===== src/design/fifo_pkg.sv =====
package fifo_pkg;

   // default stream widths, bytes in and words out
   parameter int DEF_W_DATA_W = 8;
   parameter int DEF_R_DATA_W = 32;

   // address width in narrow units, 64 bytes of storage
   parameter int DEF_ADDR_W = 6;

   // words the read stage may hold or have in flight
   parameter int RD_SLOTS = 2;

   // wider of the two port widths
   function automatic int max_w(input int a, input int b);
      return (a > b) ? a : b;
   endfunction

   // narrower of the two port widths
   function automatic int min_w(input int a, input int b);
      return (a < b) ? a : b;
   endfunction

   // number of narrow lanes in one wide word
   function automatic int lane_cnt(input int a, input int b);
      return max_w(a, b) / min_w(a, b);
   endfunction

endpackage


===== src/design/fifo_rd_stage.sv =====
`timescale 1ns/100ps

module fifo_rd_stage #(
   parameter int DATA_W = 32
) (
   input  logic clk_i,
   input  logic rst_n_i,
   input  logic clr_i,

   // FIFO read side
   output logic r_en_o,
   input  logic r_empty_i,
   input  logic [DATA_W-1:0] r_data_i,

   // stream output
   output logic out_valid_o,
   output logic [DATA_W-1:0] out_data_o,
   input  logic out_ready_i
);

   localparam int CNT_W = $clog2(fifo_pkg::RD_SLOTS + 2);

   logic inflight_q;
   logic head_vld_q;
   logic tail_vld_q;
   logic [DATA_W-1:0] head_q;
   logic [DATA_W-1:0] tail_q;
   logic [CNT_W-1:0] used;
   logic push;
   logic pop;

   // held words plus the read still coming back from the RAM
   assign used = CNT_W'(head_vld_q) + CNT_W'(tail_vld_q) + CNT_W'(inflight_q);
   assign r_en_o = ~r_empty_i & (used < CNT_W'(fifo_pkg::RD_SLOTS));

   assign push = inflight_q;
   assign pop  = head_vld_q & out_ready_i;

   always_ff @(posedge clk_i or negedge rst_n_i) begin
      if (!rst_n_i) begin
         inflight_q <= 1'b0;
         head_vld_q <= 1'b0;
         tail_vld_q <= 1'b0;
      end else if (clr_i) begin
         inflight_q <= 1'b0;
         head_vld_q <= 1'b0;
         tail_vld_q <= 1'b0;
      end else begin
         inflight_q <= r_en_o;
         if (pop) begin
            head_vld_q <= tail_vld_q | push;
            tail_vld_q <= tail_vld_q & push;
         end else if (push) begin
            head_vld_q <= 1'b1;
            tail_vld_q <= head_vld_q;
         end
      end
   end

   // head refills from tail first so order is kept
   always_ff @(posedge clk_i) begin
      if (pop && tail_vld_q) begin
         head_q <= tail_q;
      end else if (push && (pop || !head_vld_q)) begin
         head_q <= r_data_i;
      end
      if (push && ((pop && tail_vld_q) || (!pop && head_vld_q))) begin
         tail_q <= r_data_i;
      end
   end

   assign out_valid_o = head_vld_q;
   assign out_data_o  = head_q;

endmodule


===== config.mk =====
export PLATFORM = sky130hd
export DESIGN_NAME = fifo_rd_stage
export DESIGN_NICKNAME = d
export VERILOG_FILES = /design/src/design/fifo_pkg.sv /design/src/design/fifo_rd_stage.sv
export SDC_FILE = /design/constraint.sdc
export NUM_CORES = 1
export LEC_CHECK = 0
export BUFFER_PORTS_ARGS = -buffer_cell sky130_fd_sc_hd__buf_2
export CAP_MARGIN = 20
export CORE_ASPECT_RATIO = 1.25
export CORE_MARGIN = 2
export CORE_UTILIZATION = 45
export CTS_CLUSTER_DIAMETER = 40
export DETAILED_ROUTE_END_ITERATION = 10
export PLACE_DENSITY = 0.7
export SETUP_SLACK_MARGIN = 0.1
export SLEW_MARGIN = 20
export SYNTH_ARGS = -nofsm -noshare
export SYNTH_HDL_FRONTEND = slang
export SYNTH_SLANG_ARGS = --single-unit

===== constraint.sdc =====
create_clock -name clk_i -period 3.2 [get_ports clk_i]
set_clock_uncertainty 0.05 [all_clocks]
set_input_delay 0 -clock clk_i [delete_from_list [all_inputs] [get_ports clk_i]]
set_output_delay 0 -clock clk_i [all_outputs]
set_load 0.1 [all_outputs]

-- Yosys cells after proc, flatten, opt, wreduce, memory -nomap -nowiden
Index checks and enable logic that the tools add are counted.
W data, S select, Z words.
- $add $sub $neg: 2
- multipliers: 0
- div/mod/pow operators: 0
- magnitude comparators: 1
- eq/ne operators: 0
- shift-type cells: 0
- muxes and demuxes: 9
- bitwise logic cells: 5
- reduce and logical (&&, ||, !) cells: 10
- operator list (kind ; count):
    $mux W32 ; 2
    $mux W1 ; 7
    $logic_and A1 B1 Y1 ; 4
    $and A1 B1 Y1 ; 3
    $reduce_bool A3 Y1 ; 1
    $add A1 B1 Y2 ; 1
    $add A2 B1 Y2 ; 1
    $logic_not A1 Y1 ; 2
    $logic_or A1 B1 Y1 ; 2
    $lt A2 B2 Y1 const B ; 1
    $reduce_bool A2 Y1 ; 1
    $not A1 Y1 ; 1
    $or A1 B1 Y1 ; 1
- flip-flop bits (word level): 67
- bits in latches: 0
- bits in writable memories: 0
- memory bits (read-only): 0
- bits of input ports: 37
- output and inout port bits: 34
- logic and storage cells: 32
- memories kept: 0

-- Depth between registers and ports, before layout
- depth in word-level cells: 5
- mapped depth: 3
- depth with buffers taken out: 3

-- Least setup slack after synthesis
Ideal clock, no wire load.
- path type: reg2reg
- start point: register head_vld_q, in the netlist out_valid_o
- end point: register inflight_q
- library setup time: 82 ps
- arrival: 3951 ps
- path slack: -883 ps
- stages on the path, launching flop included: 4
- path buffers: 0
- clock period less this slack: 4083 ps
- cells stage by stage: dfrtp_1 > ha_1 > a211oi_1 > nor2b_1
- word-level cells in the longest chain between the ends: 5
- RTL lines (what ; RTL line ; RTL):
    from (decl) ; fifo_rd_stage.sv:24 ; logic head_vld_q;
    from (signal assigned) ; fifo_rd_stage.sv:51 ; head_vld_q <= tail_vld_q | push;
    $add A1 B1 Y2 ; fifo_rd_stage.sv:33 ; assign used = CNT_W'(head_vld_q) + CNT_W'(tail_vld_q) + CNT_W'(inflight_q);
    $add A2 B1 Y2 ; fifo_rd_stage.sv:33 ;
    $lt A2 B2 Y1 ; fifo_rd_stage.sv:34 ; assign r_en_o = ~r_empty_i & (used < CNT_W'(fifo_pkg::RD_SLOTS));
    $and A1 B1 Y1 ; fifo_rd_stage.sv:34 ;
    via r_en_o ; fifo_rd_stage.sv:11 ; output logic r_en_o,
    $mux W1 ; fifo_rd_stage.sv:44 ; end else if (clr_i) begin
    to (signal assigned) ; fifo_rd_stage.sv:49 ; inflight_q <= r_en_o;
    to (decl) ; fifo_rd_stage.sv:23 ; logic inflight_q;
The timed path passes the listed nets, and every way through them passes these cells.
A chain may end at the register's enable or synchronous reset.

-- Final worst setup path
- start point: register head_vld_q, in the netlist out_valid_o
- end point: register head_q[18], in the netlist out_data_o[18], data pin
- word-level cells in the longest chain between the ends: 3
- RTL lines (what ; RTL line ; RTL):
    $and A1 B1 Y1 ; fifo_rd_stage.sv:37 ; assign pop = head_vld_q & out_ready_i;
    $logic_and A1 B1 Y1 ; fifo_rd_stage.sv:62 ; if (pop && tail_vld_q) begin
    $mux W32 ; fifo_rd_stage.sv:62 ;
    to (signal assigned) ; fifo_rd_stage.sv:63 ; head_q <= tail_q;
    to (signal assigned) ; fifo_rd_stage.sv:65 ; head_q <= r_data_i;
    to (decl) ; fifo_rd_stage.sv:26 ; logic [DATA_W-1:0] head_q;
No other way between the ends.

==> flow_metrics.env <==
export IMPL_status="complete, no violations"
export IMPL_grt_pass1_wl_um=7320
export IMPL_ys_warnings_count=0
export IMPL_crit_slowest_cell="nand3_2"
export IMPL_clock_latency_ns=0.33
export IMPL_drc=0
export IMPL_io_pins=71
export IMPL_ys_ff_latch=67
export IMPL_syn_area_um2=2590
export IMPL_ys_seq_area_share_pct=77.0
export IMPL_nNetsFinal=271
export IMPL_worst_path_largest_cell_delay_ns=0.53
export IMPL_slew_violations=0
export IMPL_cts_sinks=67
export IMPL_worst_slew_pin_slew_ns=1.05
export IMPL_final_setup_viol_count=0
export IMPL_synth_edff_count=64
export IMPL_crit_chain="nand3_2, buf_16, mux2_4"
export IMPL_dieArea_um2=6390
export IMPL_cp_end_kind="flip-flop"
export IMPL_hold_viol_final=0
export IMPL_detailed_place_hpwl_um=3120
export IMPL_cts_resized_gates=0
export IMPL_grt_max_degree=33
export IMPL_worstPathArrival_ns=2.08
export IMPL_final_design_area_no_fill_um2=3680
export IMPL_start_kind="flip-flop"
export IMPL_finalSetupTns_ns=0
export IMPL_critical_path_top_delay_family="simple AND/OR/NAND/NOR gates"
export IMPL_drt_vias_per_instance=4.95
export IMPL_clk_pin_slew_ns=0.07
export IMPL_grt_pass1_vias=1527
export IMPL_grt_usage_pct=16.1
export IMPL_start_util_pct=47.3
export IMPL_rsz0062_at_grt="false"
export IMPL_power_mw=2.22
export IMPL_synth_top_area_share_pct=74.1
export IMPL_layout_cells_non_filler=302
export IMPL_post_cts_buffers=0
export IMPL_place_inst=248
export IMPL_place_gp_congestion=0.690
export IMPL_async_reset_ff_share_pct=4.48
export IMPL_relSlewSlack_pct=29.9
export IMPL_fp_coreArea_um2=5480
export IMPL_syn_nets=155
export IMPL_crit_buf_inv=1
export IMPL_synthTopCellsByArea="edfxtp_1 74%, mux2_4 17%, dfrtp_1 2.9%"
export IMPL_yosysTopAreaCell="edfxtp_1"
export IMPL_synth_main_ff_cell="edfxtp_1"
export IMPL_ant_nets=0
export IMPL_post_route_min_period_ns=2.05
export IMPL_post_route_period_util_pct=63.9
export IMPL_yosysMostFrequentCell="edfxtp_1"
export IMPL_drive_gt1_share_pct=51.3
export IMPL_final_util_pct=67.1
export IMPL_drt_total_wl_um=5210
export IMPL_avgSynthCellArea_um2=22.2
export IMPL_htree_num_levels=3
export IMPL_io_buffers=70
export IMPL_die_width_um=71.9
export IMPL_area_delta_synth_final_pct=41.7
export IMPL_cts_tree="yes"
export IMPL_maxCapViolCount=0
export IMPL_vias=1494
export IMPL_max_vdd_ir_drop_mv=0.412
export IMPL_overflow=0
export IMPL_postPlaceCellArea_um2=3010
export IMPL_diodes=0
export IMPL_clockRootBuffer="clkbuf_8"
export IMPL_yosys_top_cells_count="64 x edfxtp_1, 30 x mux2_4, 4 x a21oi_1"
export IMPL_hp_class="input pin to flip-flop"
export IMPL_synth_cells=117
export IMPL_cts_buffer_depth=2
export IMPL_fmax_ghz=0.489
export IMPL_cp_required_ns=3.23
export IMPL_grt_antenna_before_repair=0
export IMPL_path_class="flip-flop to flip-flop"
export IMPL_die_h_um=88.9
export IMPL_p_per_area_nw_per_um2=604
export IMPL_yosysUniqueCellTypes=15
export IMPL_drtPass1Iterations=4
export IMPL_first_iter_violations=78
export IMPL_wl_per_cell_um=17.2
export IMPL_p_leak_nw=1.53
export IMPL_core_rowCount=30
export IMPL_cts_buffers=9
export IMPL_cp_max_fo=18
[cell families (layout without fill, tap and decap cells)]
kind of cell | after synthesis | in the layout | synth area share (%)
compound gates | 7 | 7 | 1.45
fa+ha+maj | 1 | 1 | 0.482
buf+inv | 5 | 126 | 1.59
flops | 67 | 67 | 77.0
mux | 32 | 32 | 18.2
simple gates | 5 | 5 | 1.25
[metal layers]
layer	wire (um)	track usage (%)	up-vias
li1	-	-	693
met1	2050	17.3	743
met2	2820	28.5	53
met3	279	4.56	5
met4	57	8.75	0
met5	0	0	-
[metrics by stage]
step	hold slack [ns]	setup WS [ns]
after floorplan	-0.346	0.121
after global placement	-0.256	0.953
after detailed placement	-0.251	0.813
after CTS	0.312	0.811
after global routing	0.331	1.06
final	0.342	1.15
[tightest hold or removal path: cells and delay by family]
family | cells | cell delay, ns
AOI/OAI and AO/OA | 1 | 0.04
buffers and inverters | 2 | 0.64
[path summary, 6_finish.rpt]
| kind | startpoint | end | slack (ns) | cells after the start |
|---|---|---|---|---|
| max | out_valid_o | out_data_o[18] | 1.15 | 3 |
| min | clr_i | out_valid_o | 0.34 | 3 |
| max reg2reg | out_valid_o | out_data_o[18] | 1.15 | 3 |
| min reg2reg | tail_q[3] | out_data_o[3] | 0.50 | 1 |
| max in group asynchronous | rst_n_i | out_valid_o | 2.48 | 3 |
| min in group asynchronous | rst_n_i | tail_vld_q | 0.48 | 3 |
[report_power, final]
group | total, mW | switching (mW) | internal, mW
clock | 0.918 | 0.323 | 0.595
combinational | 0.300 | 0.209 | 0.0906
sequential | 1.00 | 0.0100 | 0.993
[sequential cells by signal (all words and copies together), names as in the netlist]
signal,cells
inflight_q,1
out_data_o,32
out_valid_o,1
tail_q,32
tail_vld_q,1
[layout make-up]
type / count / area [um2]
clock inverters: 7 / 140
repair buffers: 108 / 748
well taps: 64 / 80.1
clock buffers: 9 / 124
fillers: 385 / 1800
flip-flops and latches: 67 / 2000
inverters: 2 / 7.51
multi-input cells: 45 / 579
[cells in the final DEF, fill, tap and decap left out, types with 2 or more instances in the layout]
cell type	n
buf_2	70
clkbuf_8	9
mux2_4	30
a21oi_1	3
dlygate4sd3_1	37
edfxtp_1	64
bufinv_16	4
mux2_2	2
inv_1	2
dfrtp_1	3
o21ai_0	2
[timing repair]
action	in CTS	in global routing
setup endpoints to repair	0	0
hold endpoints to repair	70	0
hold buffers	37	0
Power figures use the tool's default switching activity.
