File: config.mk
export PLATFORM = sky130hd
export DESIGN_NAME = fifo_lane_ram
export DESIGN_NICKNAME = d
export VERILOG_FILES = /design/src/design/fifo_lane_ram.sv
export SDC_FILE = /design/constraint.sdc
export NUM_CORES = 1
export LEC_CHECK = 0
export ABC_AREA = 1
export BUFFER_PORTS_ARGS = -buffer_cell sky130_fd_sc_hd__buf_2
export CORE_MARGIN = 1.5
export CORE_UTILIZATION = 45
export DETAILED_ROUTE_END_ITERATION = 8
export PLACE_DENSITY = 0.66
export REMOVE_ABC_BUFFERS = 1
export SYNTH_ARGS = -nofsm -noshare
export SYNTH_HDL_FRONTEND = slang
export SYNTH_SLANG_ARGS = --single-unit
File: constraint.sdc
create_clock -name clk_i -period 1.56 [get_ports clk_i]
set_input_delay 0.156 -clock clk_i [delete_from_list [all_inputs] [get_ports clk_i]]
set_output_delay 0.156 -clock clk_i [all_outputs]
set_load 0.03 [all_outputs]
File: src/design/fifo_lane_ram.sv
`timescale 1ns/100ps

module fifo_lane_ram #(
   parameter int MINDATA_W = 8,
   parameter int R         = 4,
   parameter int MINADDR_W = 4
) (
   input  logic clk_i,

   input  logic [R-1:0] w_en_i,
   input  logic [MINADDR_W-1:0] w_addr_i,
   input  logic [R*MINDATA_W-1:0] w_data_i,

   input  logic [R-1:0] r_en_i,
   input  logic [MINADDR_W-1:0] r_addr_i,
   output logic [R*MINDATA_W-1:0] r_data_o
);

   localparam int DEPTH = 2 ** MINADDR_W;

   genvar i;
   generate
      for (i = 0; i < R; i++) begin : g_lane
         logic [MINDATA_W-1:0] mem [DEPTH];
         logic [MINDATA_W-1:0] rd_q;

         always_ff @(posedge clk_i) begin
            if (w_en_i[i]) begin
               mem[w_addr_i] <= w_data_i[i*MINDATA_W +: MINDATA_W];
            end
         end

         // one cycle read latency, lane output holds when not read
         always_ff @(posedge clk_i) begin
            if (r_en_i[i]) begin
               rd_q <= mem[r_addr_i];
            end
         end

         assign r_data_o[i*MINDATA_W +: MINDATA_W] = rd_q;
      end
   endgenerate

endmodule

Word-level counts from Yosys, hierarchy flattened
Memory sizes are Yosys's and may differ from the RTL's. A register that Yosys moved wholly into a read port is not among the register bits.
Index checks and enable logic that the tools add are counted.
- muxes and demuxes: 8
- operators with widths (cell ; number):
    two-way mux 1 bit ; 8
- memory bits (writable): 512
- input bits: 49
- register bits after elaboration: 0
- memories: 4
- logic and storage cells: 12
- memories (memory ; words ; width ; read ports ; clocked after memory_dff ; write ports ; line ; text):
    g_lane[0].mem ; 16 ; 8 ; 1 ; 1 ; 1 ; 24 ; logic [MINDATA_W-1:0] mem [DEPTH];
    g_lane[1].mem ; 16 ; 8 ; 1 ; 1 ; 1 ; 24 ;
    g_lane[2].mem ; 16 ; 8 ; 1 ; 1 ; 1 ; 24 ;
    g_lane[3].mem ; 16 ; 8 ; 1 ; 1 ; 1 ; 24 ;

Logic depth before layout (Yosys ltp)
Gate-level depths: netlist of run 1.
- depth after elaboration: 2
- depth in mapped cells: 10

Worst setup path after synthesis of run 1
OpenSTA, ideal clock, no wires.
- path kind: input to register
- start point: input w_addr_i[2]
- end point: memory g_lane[0].mem[4][0], enable pin
- buffers on the path: 0
- slack: 0.341 ns
- required time: 1.190 ns
- arrival: 0.848 ns
- stages: 4
- cell sequence: inv_1 nor2_1 nand2_1 nor2_1
- RTL lines (what ; line ; text):
    from (decl) ; 11 ; input logic [MINADDR_W-1:0] w_addr_i,
    to (decl) ; 24 ;
No word-level cell before the write port.

Worst setup path in the final report of run 1
- start point: register g_lane[0].rd_q[0], read port of g_lane[0].mem
- end point: output r_data_o[0]
- RTL lines (what ; line ; text):
    from (decl) ; 25 ; logic [MINDATA_W-1:0] rd_q;
    to (decl) ; 16 ; output logic [R*MINDATA_W-1:0] r_data_o
No word-level cell between the ends.

==> reports/summary.md, run 1 <==
The share of the cycle needed by the critical path after routing came out at 90.05%. The tools report the critical path launch point type as a register. The setup path with the least slack is of type reg2out.

The first routing iteration left 1,764 violations. The clock-pin slew on the worst setup and hold paths came out at 0.06 ns. Dividing the synthesized area by the synthesized cell count gives 10.63 um^2. Maximum fanout encountered on the critical timing path: 1. Clock skew on the completed layout was measured at 0.01371 ns. At the end of the flow, the number of nets in the layout was 2,430. The prevailing post-synth register cell is edfxtp_1. The commonest cells after synthesis are 690 x nand2_1, 544 x edfxtp_1, 396 x inv_1. Fill cells in the final layout number 4,435. The run gives 0.01165 uW as the static leakage. Final cell count without fillers: 3,101. Across every metal layer, demand over resource in global routing totals 21.44%. Max-slew violation count: 0. The share of the synthesized area in the top cell type was 70.02%; the number of antenna violations at the first check in global routing was 4. The via count of the first global-routing pass is 15,450. The first TritonRoute pass finished after 6 iterations.

For the maximum number of buffers from clock root to sink, the log shows 3. The delay of the slowest cell on the worst path is 0.44 ns, and the setup violation total in the final timing report is 0. 81 I/O pins were placed. The final critical path time including I/O delays and setup came out at 1.405 ns. TritonCTS built the clock tree.

Clock tree synthesis inserted a total of 53 buffers. For this configuration, the core starts out at a cell density of 45.47%. The floorplan step set the die height to 230.7 um. STA puts the critical path data required time at 1.40 ns. The core region is 51,300 um^2. The detailed router placed 15,600 vias in this run.

The count of endpoints failing hold in the final timing report was 0; the number of placed instances, taps included was 2,972. Timing would allow up to 711.9 MHz. Of all cell types, the one taking the most synthesized area is edfxtp_1. The width of the die is 230.7 um, and the post-route cell area is 26,980 um^2. The tools report the peak supply drop as 0.9103 mV. Counting flops and latches in the post-synthesis netlist gives 544. Once placement finished, the instance area stood at 25,050 um^2. The synthesized netlist contains 13 unique library cells.

The tools report the clock root buffer as clkbuf_16. The leftover overflow at the end of global routing came out at 0. Setup repair after global routing left no endpoint under its margin.

Yosys attributes the largest share of cell area to edfxtp_1 70%, nand2_1 11%, nand3_1 8.2%, inv_1 6.4%, buf_6 1.4%. Once layout is complete, the utilization of the core stands at 52.60%. At the pin with the least slew margin, the transition time is 0.5204 ns.

The via count normalized by instance count was 5.030. The cell count after synthesis came out at 2,195. The run gives 65.31% as the worst-case headroom to the max-slew limit. The critical path goes through buf_2. STA classifies the critical path endpoint as a primary output. For the global-route wire length before repair, the log shows 87,300 um.

Entering global routing, the biggest net connects 73 pins. The path category of the worst min-delay check was in2reg. The congestion estimate from routability-driven global placement came to 0.8399.

The clock tree synthesis step divided the H-tree into 2 levels. The number of buffers and inverters on the critical path came out at 1. Relative to the synthesized area, the layout overhead comes to 15.67%.

Setup slack closes at 0.1553 ns. Counting flops with a built-in enable in the synthesized netlist gives 544. The fraction of synthesis flops using an asynchronous set or reset pin is 0%.

The Yosys step of the flow raised 0 warnings. The number of clock sinks seen by CTS is 544. The cell area that synthesis handed to floorplanning was 23,330 um^2. Across the run, the number of max-cap violations was 0. After detailed routing, the average wire length per cell comes to 18.01 um. The flow ran to the end, and the final reports show no timing, DRC or antenna violations. The die covers 53,220 um^2. The proportion of layout cells with a drive suffix above 1 is 11.33%. Most used standard cell by instance count after synthesis: nand2_1. The placed wire-length estimate was 34,860 um; the overall power was 30,890 uW. The slowest stage of the critical path is the edfxtp_1 cell. The tools report the sequential-to-total area share from yosys stat as 70.02%. On the critical path the largest part of the delay comes from flip-flops. Dividing total power by cell area gives a power density of 1145 nW/um^2. The run gives 83 as the site row count. The logs give 0 for the remaining number of nets flagged by the antenna check after routing and 55,850 um for the post-detailed-routing wire length. The data arrival at the endpoint of the critical path was 1.25 ns; the later-pin clock latency in the skew report was 0.60 ns. The count of buffers from port buffering was 80; the post-placement worst setup slack was -0.04926 ns. Number of DRC violations after detailed routing: 0.
-- final cells by class --
| type | instances | area (um^2) | area share, % |
|---|---|---|---|
| diodes | 2 | 5.005 | 0.01855 |
| clock buffers | 69 | 1386 | 5.137 |
| clock inverters | 24 | 205.2 | 0.7604 |
| inverters | 398 | 1504 | 5.573 |
| multi-input cells | 1144 | 4775 | 17.69 |
| flip-flops and latches | 544 | 16340 | 60.54 |
| well taps | 680 | 850.8 | 3.153 |
| repair buffers | 240 | 1923 | 7.127 |
-- flip-flops by register name (all words and copies together) (netlist names) --
| signal | flops |
|---|---|
| g_lane.mem | 512 |
| g_lane.rd_q | 32 |
-- cell usage in the layout, fill, tap and decap left out, types with 8 or more instances in the layout --
cell type	instances
inv_1	395
nand3_1	384
nor2_1	70
clkbuf_16	53
buf_4	109
buf_2	78
clkinv_2	8
dlygate4sd3_1	34
edfxtp_1	544
clkbuf_1	16
nand2_1	690
clkinv_1	12
buf_12	18
-- final timing paths --
| kind | from | endpoint | slack [ns] | depth (start not counted) |
|---|---|---|---|---|
| min reg2reg | g_lane[0].mem[2][2]$_DFFE_PP_ | g_lane[0].rd_q[2]$_DFFE_PP_ | 0.74 | 6 |
| max | g_lane[0].rd_q[0]$_DFFE_PP_ | r_data_o[0] | 0.16 | 1 |
| min | w_data_i[11] | g_lane[1].mem[4][3]$_DFFE_PP_ | 0.02 | 1 |
| max reg2reg | g_lane[1].mem[7][1]$_DFFE_PP_ | g_lane[1].rd_q[1]$_DFFE_PP_ | 0.34 | 6 |
-- report_power, final --
part	switching (uW)	internal, uW
sequential	93.9	16500
clock	5190	6860
combinational	1570	703
total	6850	24000
-- per-stage QoR --
| step | hold slack [ns] | TNS, ns |
|---|---|---|
| 6_report | 0.01977 | 0 |
| 5_1_grt | 0.01709 | 0 |
| 4_1_cts | 0.005544 | 0 |
| 3_5_place_dp | 0.5369 | -0.05008 |
| 3_3_place_gp | 0.5354 | 0 |
| 2_1_floorplan | 0.2549 | -32.05 |
-- layer usage --
layer	up-vias	wire, um	part of all wire [%]	global-route usage, %
li1	7452	-	-	-
met1	7474	23520	42	28.83
met2	560	26870	48	35.60
met3	109	3866	6.9	3.286
met4	4	1572	2.8	7.373
met5	-	26	0.047	0
-- logic make-up after synthesis --
group | count (synthesis) | share of synthesized area, %
buffers and inverters | 507 | 9.509
DFF | 544 | 70.02
and+or+nand+nor | 1144 | 20.47
-- what timing repair did --
| action | 4_1_cts | 5_1_grt |
|---|---|---|
| gates resized for setup | 0 | 0 |
| endpoints found under the hold margin | 512 | 0 |
| hold buffers | 34 | 0 |
| setup buffers | 0 | 0 |
No activity file was read; power rests on OpenSTA's default activity.
==> run 2, diff against run 1 <==
--- a/config.mk
+++ b/config.mk
@@ -10,7 +10,7 @@
 export CORE_MARGIN = 1.5
 export CORE_UTILIZATION = 45
 export DETAILED_ROUTE_END_ITERATION = 8
-export PLACE_DENSITY = 0.66
+export PLACE_DENSITY = 0.68
 export REMOVE_ABC_BUFFERS = 1
 export SYNTH_ARGS = -nofsm -noshare
 export SYNTH_HDL_FRONTEND = slang
==> constraint.sdc (replaced) <==
create_clock -name clk_i -period 1.1 [get_ports clk_i]
set_input_delay 0.11 -clock clk_i [delete_from_list [all_inputs] [get_ports clk_i]]
set_output_delay 0.11 -clock clk_i [all_outputs]
set_load 0.03 [all_outputs]
==> run 2 against run 1 <==
  * The flow now finishes with violations (negative setup slack)
  * Die area unchanged
  * Register-to-register slack got worse by 0.34 ns
  * Via count increased by 3.0%
  * Combinational power increased by 71%
  * Flip-flop and latch count unchanged
  * Total power increased by 43%
  * Clock skew decreased by 0.0039 ns
  * Clock power increased by 39%
  * Critical path depth unchanged
  * Non-clock buffer count increased by 27
  * Wire length increased by 5.6%
  * Critical path type unchanged
  * Largest power group unchanged
  * Highest routed layer unchanged
==> reports/summary.md, run 2 (same netlist as run 1, synthesis figures left out) <==
The flow ran to the end, but the final reports show violations. The final reports fail on negative setup slack. The run gives 0 (unchanged) as the max-capacitance violation count. The max-slew violation count is 0 (unchanged). Required time of the critical path: 0.99 ns (-0.41 ns). The worst setup path is launched from a register. The count of buffers from port buffering is 80 (unchanged).

The delay of the slowest cell on the worst path was 0.48 ns (+0.04 ns); the width of the die was 230.7 um (unchanged). The number of flip-flops in the largest register works out to 512 (unchanged). Highest-utilization routing layer at the global route stage: met2. The clock-pin slew on the worst setup and hold paths was 0.06 ns (about the same). Post-route cell area: 28,580 um^2 (+5.9%).

The number of DRC violations after detailed routing was 0 (unchanged); the final critical path time including I/O delays and setup was 1.345 ns. The met1 capacity usage during global routing was 29.18% (+0.35 points); the static leakage was 0.01229 uW (+5.5%). Dividing the final minimum period by the clock period gives 122.3%.

The post-route clock skew was 0.009855 ns (-0.003855 ns). The setup path with the least slack is of type reg2out. The tools report the site row count as 83 (unchanged). The cell with the biggest individual delay on the critical path was edfxtp_1.

The violation count after the first detailed-route iteration was 1,613 (-8.6%). The via count of the first global-routing pass is 15,730 (+1.8%), and the proportion of layout cells with a drive suffix above 1 is 21.85% (+11 points). The instance count on the critical path was 1 (unchanged).

The remaining number of nets flagged by the antenna check after routing was 0 (unchanged); the number of buffers created by CTS was 51 (-3.8%). The met3 usage in global routing is 3.335% (+0.049 points), and the count of endpoints failing hold in the final timing report is 0 (unchanged). The path category of the worst min-delay check is in2reg. The area overhead of the layout relative to synthesis is 22.52%, and the number of buffers added for setup after CTS is 0 (unchanged).

The kind of end point of the critical path is a primary output. The logs give 544 (unchanged) for the number of clock sinks seen by CTS and 0 ns (-0.34 ns) for the flop-to-flop setup slack. The tools report the origin of the critical flop-to-flop path as g_lane[3].mem[4][7]$_DFFE_PP_. The placed wire-length estimate is 36,960 um (+6.0%), and the hold slack is 0.03385 ns (+0.01408 ns).

In the final layout, the registers with the most flip-flops are g_lane.mem: 512 flops, g_lane.rd_q: 32 flops. The net total in the final layout is 2,455 (+1.0%), and the leftover overflow at the end of global routing is 0 (unchanged). The signal on the critical path passes through buf_6. The placer congestion estimate was 0.8485 (+1.0%). The wire length per cell works out to 18.88 um (+4.8%).

The most critical setup path has its startpoint at g_lane[2].rd_q[1]$_DFFE_PP_. The clock root buffer is clkbuf_16. The number of antenna violations at the first check in global routing was 4 (unchanged). The setup TNS is -5.101 ns (-5.101 ns). The cell family contributing the most delay on the critical path is flip-flops. Maximum number of pins on one net before global-route repair: 73 (unchanged). In the layout the commonest cells are 667 x nand2_1, 544 x edfxtp_1, 388 x inv_1, 204 x nand3_2, 178 x nand3_1.

The overall track demand over capacity in global routing was 21.93% (+0.49 points). The worst-case headroom to the max-slew limit is 50.61% (-15 points), and the I/O pin count is 81 (unchanged). The data arrival at the endpoint of the critical path is 1.24 ns (about the same), and the vertical die dimension is 230.7 um (unchanged).

Most common cell after layout, fill and taps aside: nand2_1. The die footprint was 53,220 um^2 (unchanged); the maximum fanout encountered on the critical timing path was 1 (unchanged). The tools report the worst flop-to-flop path endpoint as g_lane[3].rd_q[7]$_DFFE_PP_. The tools report the cell area reported after detailed placement as 25,360 um^2 (+1.2%). The pin slew with the least headroom to its limit was 0.7408 ns (+0.2204 ns). Maximum number of buffers from clock root to sink: 3 (unchanged). The peak supply drop came out at 1.017 mV (+12%). The overall power was 44,190 uW (+43%); the setup violation total in the final timing report was 33 (+33).

The via count normalized by instance count is 5.143 (+2.2%), and the maximum clock frequency is 743.3 MHz. The number of buffers and inverters on the critical path works out to 1 (unchanged). For the global-route track usage on met2, the log shows 35.98% (+0.38 points). Worst setup margin: -0.2454 ns (-0.4007 ns). The worst reg2reg path depth was 6 (unchanged); the depth of the CTS H-tree was 2 (unchanged).

The tools report the total iterations of the first detailed-routing run as 5 (-1). The later-pin clock latency in the skew report was 0.57 ns (-0.03 ns). The placeable core region was 51,300 um^2 (unchanged); the initial core utilization was 45.47% (unchanged). The register with the most flip-flops in the final layout is g_lane.mem. The total power divided by cell area was 1546 nW/um^2 (+35%); the overall via count from detail_route was 16,070 (+3.0%). TritonCTS built the clock tree.

Global-route wire length before repair: 89,740 um (+2.8%). The end of the critical path was r_data_o[17]. The tools report the post-detailed-routing wire length as 58,990 um (+5.6%).

Setup repair after global routing could not meet its margin everywhere.
## run 2: cell count changes in the layout (fill, tap and decap cells not counted), sizes merged
cell	previous run	this run
diode	2	1
buf	205	230
dlygate4sd3	34	36
bufinv	4	3
clkinv	20	22
clkbuf	70	67
## run 2: repair_timing
item | CTS | global route
pin swaps | 10 | 114
hold buffers | 36 | 0
setup endpoints to repair | 50 | 64
hold endpoints to repair | 544 | 0
resized for setup | 100 | 202
## run 2: worst min path at each step
stage	cells past startpoint	slack, ns	from	end
2_1_floorplan	0	0.21	w_data_i[0]	g_lane[0].mem[0][0]$_DFFE_PP_
3_3_place_gp	1	0.48	r_en_i[1]	g_lane[1].rd_q[0]$_DFFE_PP_
3_5_place_dp	1	0.48	r_en_i[1]	g_lane[1].rd_q[0]$_DFFE_PP_
4_1_cts	4	0.008	r_addr_i[2]	g_lane[1].rd_q[2]$_DFFE_PP_
5_1_grt	4	0.03	r_addr_i[2]	g_lane[1].rd_q[6]$_DFFE_PP_
6_report	4	0.03	r_addr_i[2]	g_lane[1].rd_q[2]$_DFFE_PP_
## run 2: metal layers
| layer | vias to the layer above | wire, um |
|---|---|---|
| li1 | 7498 | - |
| met3 | 143 | 4117 |
| met1 | 7742 | 23920 |
| met2 | 683 | 28660 |
| met5 | - | 39 |
| met4 | 6 | 2252 |
## run 2: where the power goes
part	internal (uW)	switching (uW)	leakage [uW]
sequential	23400	172	0.00494
clock	9450	7330	0.000764
combinational	1330	2560	0.00659
## run 2: area by class of cell
cell class,instances,area (um^2)
Fill cell,4159,22720
Tap cell,680,850.8
Timing Repair Buffer,267,2456
Multi-Input combinational cell,1144,5878
Sequential cell,544,16340
Antenna cell,1,2.502
Inverter,398,1501
Clock buffer,66,1375
Clock inverter,25,182.7
## run 2: stage by stage
stage | util (%) | worst slack [ns] | std cells
6_report | 55.71 | -0.2454 | 3125
4_1_cts | 53.90 | -0.2649 | 3124
3_3_place_gp | 49.43 | -0.4046 | 2997
5_1_grt | 55.71 | -0.2656 | 3124
3_5_place_dp | 49.43 | -0.4215 | 2997
2_1_floorplan | - | -1.421 | 2086
